===== src/hw/navre_pkg.sv =====
// Navre core package with the shared widths, word types and FSM encodings.
`default_nettype none

package navre_pkg;

	// --------------------
	// Default widths.
	// --------------------
	parameter int PMEM_WIDTH_DEF = 10; // Program word address bits.
	parameter int DMEM_WIDTH_DEF = 10; // Data byte address bits.

	// --------------------
	// Word types.
	// --------------------
	typedef logic [7:0]  byte_t;    // Register, RAM and I/O data.
	typedef logic [15:0] insn_t;    // One instruction word.
	typedef logic [4:0]  reg_idx_t; // r0 to r31.
	typedef logic [5:0]  io_addr_t; // 64 I/O locations.

	// ALU operations; pass forwards operand b.
	typedef enum logic [2:0] {
		op_pass, // MOV and LDI.
		op_add,
		op_adc,
		op_sub,
		op_and,
		op_or,
		op_eor
	} alu_op_t;

	typedef enum logic [3:0] {
		cls_nop,    // Also every unknown opcode.
		cls_alu,    // Two-register operations.
		cls_ldi,    // Immediate into r16..r31.
		cls_ld,     // Load through Z.
		cls_st,     // Store through Z.
		cls_in,     // I/O read.
		cls_out,    // I/O write.
		cls_rjmp,   // Relative jump.
		cls_branch  // BREQ or BRNE.
	} insn_class_t;

	typedef enum logic [1:0] {
		state_fetch,    // Program memory read.
		state_exec,     // Execute and write back.
		state_load_wait // Write back of LD and IN.
	} core_state_t;

endpackage

`default_nettype wire


===== src/hw/navre_alu.sv =====
// Navre ALU, computes the 8-bit result and the new Z and C flags.
`default_nettype none

module navre_alu import navre_pkg::*; (
	input  wire alu_op_t op,     // Operation select.
	input  wire byte_t   a,      // Rd operand.
	input  wire byte_t   b,      // Rr or immediate operand.
	input  wire          c_in,   // Current carry flag.
	output byte_t        result, // Value for Rd.
	output logic         z_out,  // Result is zero.
	output logic         c_out   // New carry or borrow.
);

	logic [8:0] sum; // Ninth bit holds carry out or borrow.

	// --------------------
	// Operation mux.
	// --------------------
	always_comb begin
		sum    = 9'd0;
		result = b;    // Pass by default.
		c_out  = c_in; // Carry kept unless arithmetic.
		case (op)
			op_pass: begin
				result = b; // Straight copy.
			end
			op_add: begin
				sum    = {1'b0, a} + {1'b0, b};
				result = sum[7:0];
				c_out  = sum[8]; // Carry out of bit 7.
			end
			op_adc: begin
				sum    = {1'b0, a} + {1'b0, b} + {8'd0, c_in};
				result = sum[7:0];
				c_out  = sum[8];
			end
			op_sub: begin
				sum    = {1'b0, a} - {1'b0, b};
				result = sum[7:0];
				c_out  = sum[8]; // Set when b is larger than a.
			end
			op_and: begin
				result = a & b;
			end
			op_or: begin
				result = a | b;
			end
			op_eor: begin
				result = a ^ b;
			end
			default: begin
				result = b;
			end
		endcase
	end

	// Zero flag follows the result for every operation.
	assign z_out = (result == 8'h00);

endmodule

`default_nettype wire


===== src/hw/navre_decode.sv =====
// Navre instruction decoder, splits an AVR word into fields and a control class.
`default_nettype none

module navre_decode import navre_pkg::*; (
	input  wire insn_t          insn,          // Word from program memory.
	output insn_class_t         insn_class,    // Control class.
	output alu_op_t             op,            // ALU operation.
	output reg_idx_t            rd,            // Destination register.
	output reg_idx_t            rr,            // Source register.
	output byte_t               imm,           // LDI constant.
	output io_addr_t            io_a,          // IN and OUT address.
	output logic signed [11:0]  offset,        // Word offset for jumps.
	output logic                branch_on_set  // Branch when Z is set.
);

	// --------------------
	// Field extraction.
	// --------------------
	// Fields are cut the same way for every word, the class decides use.
	assign imm  = {insn[11:8], insn[3:0]}; // KKKK from both nibbles.
	assign io_a = {insn[10:9], insn[3:0]}; // AA AAAA.

	// BREQ has bit 10 clear, BRNE has it set.
	assign branch_on_set = ~insn[10];

	// --------------------
	// Opcode match.
	// --------------------
	always_comb begin
		insn_class = cls_nop;
		op         = op_pass;
		rd         = insn[8:4];               // ddddd.
		rr         = {insn[9], insn[3:0]};    // r rrrr.
		offset     = 12'sd0;
		casez (insn)
			16'b0000_11??_????_????: begin // ADD.
				insn_class = cls_alu;
				op         = op_add;
			end
			16'b0001_11??_????_????: begin // ADC.
				insn_class = cls_alu;
				op         = op_adc;
			end
			16'b0001_10??_????_????: begin // SUB.
				insn_class = cls_alu;
				op         = op_sub;
			end
			16'b0010_00??_????_????: begin // AND.
				insn_class = cls_alu;
				op         = op_and;
			end
			16'b0010_01??_????_????: begin // EOR.
				insn_class = cls_alu;
				op         = op_eor;
			end
			16'b0010_10??_????_????: begin // OR.
				insn_class = cls_alu;
				op         = op_or;
			end
			16'b0010_11??_????_????: begin // MOV, flags untouched.
				insn_class = cls_alu;
				op         = op_pass;
			end
			16'b1110_????_????_????: begin // LDI, upper half only.
				insn_class = cls_ldi;
				rd         = {1'b1, insn[7:4]};
			end
			16'b1000_000?_????_0000: begin // LD Rd,Z.
				insn_class = cls_ld;
			end
			16'b1000_001?_????_0000: begin // ST Z,Rr.
				insn_class = cls_st;
				rr         = insn[8:4]; // Source sits in the d slot.
			end
			16'b1011_0???_????_????: begin // IN.
				insn_class = cls_in;
			end
			16'b1011_1???_????_????: begin // OUT.
				insn_class = cls_out;
				rr         = insn[8:4];
			end
			16'b1100_????_????_????: begin // RJMP, 12-bit offset.
				insn_class = cls_rjmp;
				offset     = insn[11:0];
			end
			16'b1111_0???_????_?001: begin // BREQ and BRNE on bit 1 (Z).
				insn_class = cls_branch;
				offset     = {{5{insn[9]}}, insn[9:3]}; // Sign extend k.
			end
			default: begin
				insn_class = cls_nop; // NOP and the rest of the ISA.
			end
		endcase
	end

endmodule

`default_nettype wire


===== src/hw/navre_core.sv =====
// Navre core with register file, program counter, flags and fetch/execute FSM.
`default_nettype none

module navre_core import navre_pkg::*; #(
	parameter int pmem_width = PMEM_WIDTH_DEF, // Program word address bits.
	parameter int dmem_width = DMEM_WIDTH_DEF  // Data byte address bits.
) (
	input  wire                    sys_clk,
	input  wire                    sys_rst,  // Active low.
	output logic                   pmem_ce,  // Program read strobe.
	output logic [pmem_width-1:0]  pmem_a,
	input  wire insn_t             pmem_d,   // Valid one edge after pmem_ce.
	output logic                   dmem_we,
	output logic [dmem_width-1:0]  dmem_a,
	output byte_t                  dmem_do,
	input  wire byte_t             dmem_di,  // Registered RAM read.
	output logic                   io_re,
	output logic                   io_we,
	output io_addr_t               io_a,
	output byte_t                  io_do,
	input  wire byte_t             io_di     // Valid one edge after io_re.
);

	core_state_t            state;
	logic [pmem_width-1:0]  pc;
	logic [pmem_width-1:0]  pc_inc;     // pc + 1.
	logic [pmem_width-1:0]  offset_ext; // Offset at pc width.
	logic                   flag_z;
	logic                   flag_c;
	byte_t                  regs [0:31];

	insn_class_t            insn_class;
	alu_op_t                op;
	reg_idx_t               rd;
	reg_idx_t               rr;
	byte_t                  imm;
	logic signed [11:0]     offset;
	logic                   branch_on_set;

	byte_t                  alu_b;
	byte_t                  alu_result;
	logic                   alu_z;
	logic                   alu_c;

	logic                   in_exec;
	logic                   needs_wait;   // LD and IN take a third cycle.
	logic                   jump;         // RJMP or taken branch.
	logic                   flag_we;
	logic                   reg_we;
	byte_t                  reg_wdata;
	logic [15:0]            z_ptr;        // r31:r30.

	// --------------------
	// Decode and ALU.
	// --------------------
	navre_decode u_decode (
		.insn          (pmem_d),
		.insn_class    (insn_class),
		.op            (op),
		.rd            (rd),
		.rr            (rr),
		.imm           (imm),
		.io_a          (io_a),
		.offset        (offset),
		.branch_on_set (branch_on_set)
	);

	assign alu_b = (insn_class == cls_ldi) ? imm : regs[rr]; // LDI goes through pass.

	navre_alu u_alu (
		.op     (op),
		.a      (regs[rd]),
		.b      (alu_b),
		.c_in   (flag_c),
		.result (alu_result),
		.z_out  (alu_z),
		.c_out  (alu_c)
	);

	// --------------------
	// Control decode.
	// --------------------
	assign in_exec    = (state == state_exec);
	assign needs_wait = (insn_class == cls_ld) || (insn_class == cls_in);
	assign jump       = (insn_class == cls_rjmp) ||
	                    ((insn_class == cls_branch) && (flag_z == branch_on_set));
	assign flag_we    = in_exec && (insn_class == cls_alu) && (op != op_pass); // Not MOV.

	assign pc_inc     = pc + {{(pmem_width-1){1'b0}}, 1'b1};
	assign offset_ext = pmem_width'(offset); // Sign extends or wraps.

	// Memory and I/O strobes, one cycle each in exec.
	assign pmem_ce = (state == state_fetch);
	assign pmem_a  = pc;
	assign z_ptr   = {regs[31], regs[30]};
	assign dmem_a  = z_ptr[dmem_width-1:0]; // Also the LD read address.
	assign dmem_we = in_exec && (insn_class == cls_st);
	assign dmem_do = regs[rr];
	assign io_re   = in_exec && (insn_class == cls_in);
	assign io_we   = in_exec && (insn_class == cls_out);
	assign io_do   = regs[rr];

	// --------------------
	// Register file.
	// --------------------
	assign reg_we = (in_exec && ((insn_class == cls_alu) || (insn_class == cls_ldi))) ||
	                (state == state_load_wait);

	always_comb begin
		reg_wdata = alu_result;
		if (state == state_load_wait)
			reg_wdata = (insn_class == cls_in) ? io_di : dmem_di; // Late data.
	end

	always_ff @(posedge sys_clk) begin
		if (reg_we)
			regs[rd] <= reg_wdata;
	end

	// --------------------
	// FSM, pc and flags.
	// --------------------
	always_ff @(posedge sys_clk) begin
		if (!sys_rst) begin
			state  <= state_fetch;
			pc     <= '0;
			flag_z <= 1'b0;
			flag_c <= 1'b0;
		end else begin
			case (state)
				state_fetch: begin
					state <= state_exec; // Word arrives on this edge.
				end
				state_exec: begin
					state <= needs_wait ? state_load_wait : state_fetch;
					pc    <= jump ? (pc_inc + offset_ext) : pc_inc;
					if (flag_we) begin
						flag_z <= alu_z;
						flag_c <= alu_c;
					end
				end
				state_load_wait: begin
					state <= state_fetch;
				end
				default: begin
					state <= state_fetch;
				end
			endcase
		end
	end

endmodule

`default_nettype wire


===== config.mk =====
export PLATFORM = sky130hd
export DESIGN_NAME = navre_core
export DESIGN_NICKNAME = d
export VERILOG_FILES = /design/src/hw/navre_pkg.sv /design/src/hw/navre_alu.sv /design/src/hw/navre_decode.sv /design/src/hw/navre_core.sv
export SDC_FILE = /design/constraint.sdc
export NUM_CORES = 1
export LEC_CHECK = 0
export BUFFER_PORTS_ARGS = -buffer_cell sky130_fd_sc_hd__clkbuf_2
export CAP_MARGIN = 10
export CORE_MARGIN = 2
export CORE_UTILIZATION = 40
export DETAILED_ROUTE_END_ITERATION = 12
export MAX_ROUTING_LAYER = met4
export PLACE_DENSITY = 0.64
export SETUP_SLACK_MARGIN = 0.5
export SLEW_MARGIN = 20
export SYNTH_ARGS = -nofsm -noshare
export SYNTH_HDL_FRONTEND = slang
export SYNTH_SLANG_ARGS = --single-unit

===== constraint.sdc =====
create_clock -name sys_clk -period 13.46 [get_ports sys_clk]
set_input_delay 2.692 -clock sys_clk [delete_from_list [all_inputs] [get_ports sys_clk]]
set_output_delay 2.692 -clock sys_clk [all_outputs]
set_load 0.01 [all_outputs]

==> results.ini, run 1 <==
[critical_path]
worstSetupPathType=input port to flop
critPathSlowestCell=a21boi_2
crit_path_start=pmem_d[11]
required_ps=13750
cp_max_fo=36
start_kind=input port
rr_startpoint=regs[12][3]
cpPeakStageDelay_ps=740
crit_chain=clkbuf_2 -> nor4_4 -> nand4_1 -> a21boi_2 -> nor2_4 -> buf_4 -> mux2i_1 -> o22a_1 -> a311oi_1 -> o211a_1 -> and2_1 -> a21oi_1 -> ha_1 -> a21oi_1 -> o21ai_0 -> a211oi_1 -> nor4b_1 -> xnor2_1 -> nor2_1 -> a2111oi_0 -> mux2_2 -> a21oi_2 -> buf_4
worstPathArrival_ps=10550
crit_path_end_kind=flop
crit_buf_inv=3
cp_top_family=compound AO/OA/AOI/OAI gates

[placement]
hpwl_um=39400
placed_cell_area_mm2=0.0173
io_buffers=79
place.gp.congestion=0.973

[sta]
tightest_slew_ps=1190
slew_violations=0
finalHoldViolCount=0
setup_violations=0
rsz0062_at_grt=no
slew_headroom=0.204
fin_skew_ps=39.9
fmax_ghz=0.0974
fin_setup_tns_ps=0
final.min_clock_period_ps=10260
period_share=0.762

[routing]
drtIter0Drc=1584
wirelength_um=56200
avgViaCountPerCell=6.51
vias=13000
wl_per_cell_um=28.1
first_pass_iters=8
drc_errors=0
ant_nets=0

[synthesis]
synth.most_common_cell=edfxtp_1
synth_top_area_share=0.464
netlist_instances=1429
syn-cell-area_mm2=0.0166
synth.area.top_cells=edfxtp_1, mux4_2, mux2i_1, ha_1, nor2_1
ys_async_sr_fraction=0
yosys.cell_types.count=94
synthFlopType=edfxtp_1
synth_edf_count=256
synth_nets=1502
yosysTopAreaCell=edfxtp_1
syn_area_per_cell_um2=11.6
yosysSeqAreaShare=0.481
ys_ff_latch=270
synth_commonest_cells=edfxtp_1, nor2_1, nand2_1
ys_warn_count=0

[cts]
tritoncts=done
clkTransAtPathRegs_ps=70
hold_buffers=0
cts_root_buf=clkbuf_16
htreeDepth=1
clk_path_buf_depth=3
cts_resized=0
cts_buffers=28
clock_latency_ps=600
postCtsSetupBuffers=0
cts_sinks=270

[power_and_ir_drop]
ir_drop_v=0.000105
p_total_uw=2260
power_density_mw_per_mm2=123
leakagePower_uw=0.00656

[global_routing]
grt_usage=0.261
grt_pass1_wl_um=81900
grt_pass1_vias=12500
grt_max_degree=55
antenna_found_initial=1
grt_overflow_total=0

[die]
die_w_um=207
start_util=0.406
fp-row-count=74
chipHeight_um=207
core_mm2=0.0408
die_area_mm2=0.0430
io_pins=80

[min_path]
min_from=pmem_a[9]
hold_class=flop to flop

[final_layout]
multi_input_area_mm2=0.00791
layout-drive-gt1-share=0.186
areaGrowthSynthToFinish_pct=10.8
seqCellArea_mm2=0.00797
design_area_mm2=0.0183
nFillCells=3670
fin_nets=1521

[run_status]
status=finished, final reports clean

[run]
drv_cap=0

==> worst reg2reg max path: cells and delay by family, from the launching register on <==
kind,cells,cell delay (ps)
xor gates and xnor gates,1,180
and+or+nand+nor,3,630
muxes,1,270
DFF,1,480
buffers and inverters,2,350
AOI/OAI and AO/OA,10,3490
adders and majority gates,1,370
==> cell families after synthesis <==
| family | Yosys count | synth area share |
|---|---|---|
| AND/OR/NAND/NOR | 391 | 0.116 |
| AO/OA/AOI/OAI | 370 | 0.160 |
| flip-flops | 270 | 0.481 |
| multiplexers | 165 | 0.149 |
| buffers and inverters | 162 | 0.0457 |
| adder cells (fa/ha/maj) | 39 | 0.0308 |
| XOR/XNOR | 32 | 0.0169 |
==> cell usage in the layout, fill, tap and decap left out, types with 7 or more instances in the layout <==
cell type  count
nand3_1       51
nand4_1        7
a211oi_1      17
buf_4         29
a21o_1        15
mux2i_1       93
nor2_1       102
and2_1         8
clkinv_2       7
a22oi_1        8
nand2b_1      11
o22a_1        27
o22ai_1       37
bufinv_16      7
o21ai_0       51
xor2_1        14
a22o_1        10
a2111oi_0      7
and3_1        22
o211a_1        8
nor2b_1        8
edfxtp_1     256
a21oi_1       66
o211ai_1      14
o32ai_1       10
clkbuf_16     28
nor3_1        20
mux4_2        64
dfxtp_1       14
inv_1         44
ha_1          36
nor2_2         8
clkbuf_2      77
xnor2_1       18
or3_1         11
nand2_1      102
==> metal layers <==
| metal | wire length [um] | vias up | track usage | part of all wire |
|---|---|---|---|---|
| li1 | - | 5631 | - | - |
| met1 | 22500 | 6472 | 0.340 | 0.40 |
| met2 | 25500 | 773 | 0.399 | 0.45 |
| met3 | 5270 | 168 | 0.0495 | 0.094 |
| met4 | 2920 | 0 | 0.115 | 0.052 |
| met5 | 0 | - | - | 0 |
==> flip-flops by register name (all words and copies together) (netlist names) <==
register,count
flag_c,1
flag_z,1
pmem_a,10
regs,256
state,2
==> per-stage QoR <==
step	hold WS [ps]	std cells	util	worst slack [ps]
2_1_floorplan	473	1429	-	5140
3_3_place_gp	454	1950	0.423	3000
3_5_place_dp	466	1950	0.424	2790
4_1_cts	474	2002	0.449	3380
5_1_grt	517	2003	0.449	2740
6_report	470	2003	0.449	3200
==> final timing paths <==
check,endpoint,slack (ps),depth (start not counted)
max,regs[20][6],3200,23
min,pmem_a[9],470,2
max reg2reg,regs[20][6],7390,18
min reg2reg,pmem_a[9],470,2
==> final cells by class <==
type / instances / area share
inverters: 45 / 0.00921
multi-input cells: 997 / 0.431
flip-flops and latches: 270 / 0.434
clock inverters: 24 / 0.0181
diodes: 1 / 0.000136
repair buffers: 106 / 0.0329
clock buffers: 28 / 0.0382
well taps: 532 / 0.0363
==> power by group <==
part	switching (uW)	leakage, uW	total, uW	internal, uW
clock	347	0.000506	865	518
combinational	288	0.00364	433	144
sequential	2.52	0.00241	959	957
Power figures use the tool's default switching activity.
==> run 2, diff against run 1 <==
- PLACE_DENSITY: 0.64 -> 0.66
- clock period: 13.46 -> 8.4 ns (I/O delays scaled with it)
==> results.ini, run 2 (synthesis gave the netlist of run 1 again) <==
[final_layout]
top_register=regs
layout-drive-gt1-share=0.208
layout_commonest_cell=edfxtp_1
design_area_mm2=0.0187
final_core_util=0.458
largest_reg_flops=256
insertedDiodeCount=0
fin_nets=1568
mostFrequentLayoutCells=edfxtp_1, nand2_1, nor2_1
areaGrowthSynthToFinish_pct=12.9

[run]
drv_cap=0

[routing]
wl_per_cell_um=28.3
dr_wl_met2_um=26000
dr_wl_met3_um=6570
first_pass_iters=6
wl_met1_um=22500
drtIter0Drc=1893
highest_layer=met4
wirelength_um=57900
ant_nets=0
drc_errors=0
avgViaCountPerCell=6.55
vias=13400

[global_routing]
grt_max_degree=45
grt_pass1_vias=12700
grt_pass1_wl_um=84400
grt_overflow_total=0
antenna_found_initial=0
grt_usage=0.271

[sta]
fin_skew_ps=21.0
final.min_clock_period_ps=7480
tightest_slew_ps=1230
slew_violations=0
fmax_ghz=0.134
period_share=0.890
setup_violations=0
finalHoldViolCount=0
rsz0062_at_grt=no
whs_ps=477
fin_setup_tns_ps=0
slew_headroom=0.176

[power_and_ir_drop]
power_density_mw_per_mm2=194
p_total_uw=3630
ir_drop_v=0.000142
leakagePower_uw=0.00676

[cts]
clk_path_buf_depth=3
clock_latency_ps=600
clkTransAtPathRegs_ps=60
cts_root_buf=clkbuf_16
cts_buffers=29
htreeDepth=1
tritoncts=done
cts_resized=0
cts_sinks=270
postCtsSetupBuffers=0
hold_buffers=0

[critical_path]
crit_top_cell=mux2i_1
worstSetupPathType=input port to flop
required_ps=8690
cpPeakStageDelay_ps=480
crit_path_end_kind=flop
critPathSlowestCell=a2111oi_0
start_kind=input port
worstPathArrival_ps=7770
crit_buf_inv=4
cp_top_family=simple AND/OR/NAND/NOR gates
cp_max_fo=32

[placement]
placed_cell_area_mm2=0.0177
hpwl_um=41700
place.gp.congestion=0.995
io_buffers=79

[die]
die_w_um=207
chipHeight_um=207
core_mm2=0.0408
die_area_mm2=0.0430
start_util=0.406
fp-row-count=74
io_pins=80

[run_status]
status=finished, final reports clean

[min_path]
hold_class=flop to flop

[run 2: changes by cell type in the layout (fill, tap and decap cells not counted), moves of 2 or more]
| cell | change |
|---|---|
| clkinv_2 | -5 |
| nor2_2 | +2 |
| buf_12 | +3 |
| clkbuf_1 | +4 |
| bufinv_16 | -2 |
| clkinv_1 | +4 |
| nor2_1 | -2 |
| clkinv_4 | -2 |
| buf_4 | +43 |
[run 2: routing by layer]
layer	up-vias	track usage
met5	-	-
met4	0	0.109
met3	177	0.0602
met2	937	0.407
met1	6607	0.357
li1	5703	-
[run 2: worst min-delay path, delay by kind of cell, from the launching register on]
family / cells / cell delay, ps
and+or+nand+nor: 1 / 60
DFF: 1 / 320
muxes: 1 / 50
[run 2: report_power, final]
group | total [uW] | switching [uW] | internal, uW
registers | 1540 | 4.51 | 1530
logic | 747 | 482 | 265
clock network | 1350 | 558 | 788
[run 2: final timing paths]
check                    from         end  slack [ps]  depth (start not counted)
setup / recovery   pmem_d[12]  regs[6][6]         920                         25
hold / removal      pmem_a[9]   pmem_a[9]         480                          2
setup reg to reg  regs[16][3]  regs[6][6]        3230                         20
hold reg to reg     pmem_a[9]   pmem_a[9]         480                          2
[run 2: final cells by class]
type	instances	area (um^2)
Fill cell	3684	22100
Sequential cell	270	7970
Multi-Input combinational cell	997	7930
Timing Repair Buffer	152	986
Clock buffer	33	741
Tap cell	532	666
Clock inverter	19	239
Inverter	45	169
[run 2: per-stage QoR]
stage          worst slack (ps)  std cells
2_1_floorplan              1090       1429
3_3_place_gp                471       1996
3_5_place_dp                261       1996
4_1_cts                     812       2048
5_1_grt                     542       2048
6_report                    922       2048
==> run 3, diff against run 2 <==
- PLACE_DENSITY: 0.66 -> 0.64
- clock period: 8.4 -> 8.7 ns (I/O delays scaled with it)
==> results.ini, run 3 (synthesis gave the netlist of run 1 again) <==
[final_layout]
top_register=regs
largest_reg_flops=256
fin_nets=1567
nFillCells=3667
areaGrowthSynthToFinish_pct=13.4
layout_commonest_cell=edfxtp_1
mostFrequentLayoutCells=edfxtp_1, nor2_1, nand2_1
layout-drive-gt1-share=0.211

[power_and_ir_drop]
clockPowerShare=0.382
power_density_mw_per_mm2=189
p_sw_uw=1010
leakagePower_uw=0.00680
swShare=0.285
power_frac_seq=0.419
comb_power_share=0.199
ir_drop_v=0.000155
internal-power_uw=2530

[die]
chipHeight_um=207
io_pins=80
die_w_um=207
die_area_mm2=0.0430
start_util=0.406
fp-row-count=74
core_mm2=0.0408

[critical_path]
cp_max_fo=33
rr_startpoint=regs[29][5]
timing.rr.end=regs[18][6]
crit_path_end_kind=flop
reg2reg_setup_slack_ps=3540
setup.worst_path.end=regs[18][6]
start_kind=input port
crit_path_start=pmem_d[12]
required_ps=8980
rr_worst_depth=19
worstPathArrival_ps=7840
worstSetupPathType=input port to flop

[cts]
cts_root_buf=clkbuf_16
cts_resized=0
hold_buffers=0
htreeDepth=1
cts_buffers=28
tritoncts=done
clk_path_buf_depth=3
postCtsSetupBuffers=0
cts_sinks=270
clock_latency_ps=590
clkTransAtPathRegs_ps=70

[sta]
fmax_ghz=0.132
period_share=0.868
final.min_clock_period_ps=7560
tightest_slew_ps=1150
fin_skew_ps=14.6
slew_headroom=0.228
setup_violations=0
fin_ws_ps=1140
rsz0062_at_grt=no
fin_setup_tns_ps=0
finalHoldViolCount=0
slew_violations=0

[global_routing]
grt_usage=0.269
grt_pass1_vias=12600
grt_max_degree=45
grt_pass1_wl_um=83700
grt_overflow_total=0
antenna_found_initial=2

[placement]
place.gp.congestion=1.02
io_buffers=79
dp_slack_ps=676
hpwl_um=42100

[run]
drv_cap=0

[routing]
ant_nets=0
vias=13300
drc_errors=0
first_pass_iters=6
drtIter0Drc=1644
avgViaCountPerCell=6.50
wirelength_um=57700
wl_per_cell_um=28.2

[run_status]
status=finished, final reports clean

[min_path]
hold_class=flop to flop

## run 3: cell type report
type                            count  area (um^2)  share of cell area
Antenna cell                        2         5.00            0.000266
Clock buffer                       28          701              0.0373
Clock inverter                     23          344              0.0183
Inverter                           45          169             0.00899
Multi-Input combinational cell    997         7910               0.421
Sequential cell                   270         7970               0.424
Tap cell                          532          666              0.0354
Timing Repair Buffer              152         1020              0.0545
## run 3: worst min path at each step
| stage | to | slack (ps) | cells past startpoint | start |
|---|---|---|---|---|
| detailed placement | pmem_a[9] | 470 | 2 | pmem_a[9] |
| floorplan | flag_z | 470 | 2 | flag_z |
| finish | pmem_a[9] | 480 | 2 | pmem_a[9] |
| global placement | pmem_a[9] | 460 | 2 | pmem_a[9] |
| CTS | pmem_a[9] | 480 | 2 | pmem_a[9] |
| global route | pmem_a[9] | 500 | 2 | pmem_a[9] |
## run 3: power groups by stage
stage / Combinational (uW) / Sequential (uW) / Clock, uW
5_1_grt: 753 / 1480 / 1420
2_1_floorplan: 443 / 1510 / 0
3_5_place_dp: 694 / 1510 / 0
4_1_cts: 697 / 1480 / 1370
6_report: 706 / 1480 / 1350
3_3_place_gp: 694 / 1510 / 0
## run 3: stage by stage
step / util / power (uW) / cells / hold WS (ps) / cell area, um^2
2_1_floorplan: - / 1960 / 1429 / 473 / 16600
3_3_place_gp: 0.434 / 2200 / 1996 / 459 / 17700
3_5_place_dp: 0.434 / 2200 / 1996 / 468 / 17700
4_1_cts: 0.460 / 3540 / 2047 / 477 / 18800
5_1_grt: 0.460 / 3650 / 2049 / 501 / 18800
6_report: 0.460 / 3540 / 2049 / 478 / 18800
## run 3: metal layers
metal  global-route usage  vias up  wire length [um]
met5                    -        -                 0
met4                0.107        0              2540
met3               0.0486      162              5620
met2                0.411      811             26100
met1                0.354     6637             23500
li1                     -     5710                 -
## run 3: worst max-delay path: stages
cell and delay [ps]:
clkbuf_2 340, and4b_1 430, nand3_1 250, nand3_4 400, buf_12 270, mux2i_1 290, a211oi_1 110, a311oi_1 430
a31oi_1 150, mux2_2 410, mux2i_2 270, ha_1 310, inv_1 150, a221o_1 330, a211oi_1 250, nor4b_1 460
xnor2_1 170, nor2_1 60, a2111oi_0 370, buf_4 180, mux2_2 140, a21oi_2 40, buf_4 240
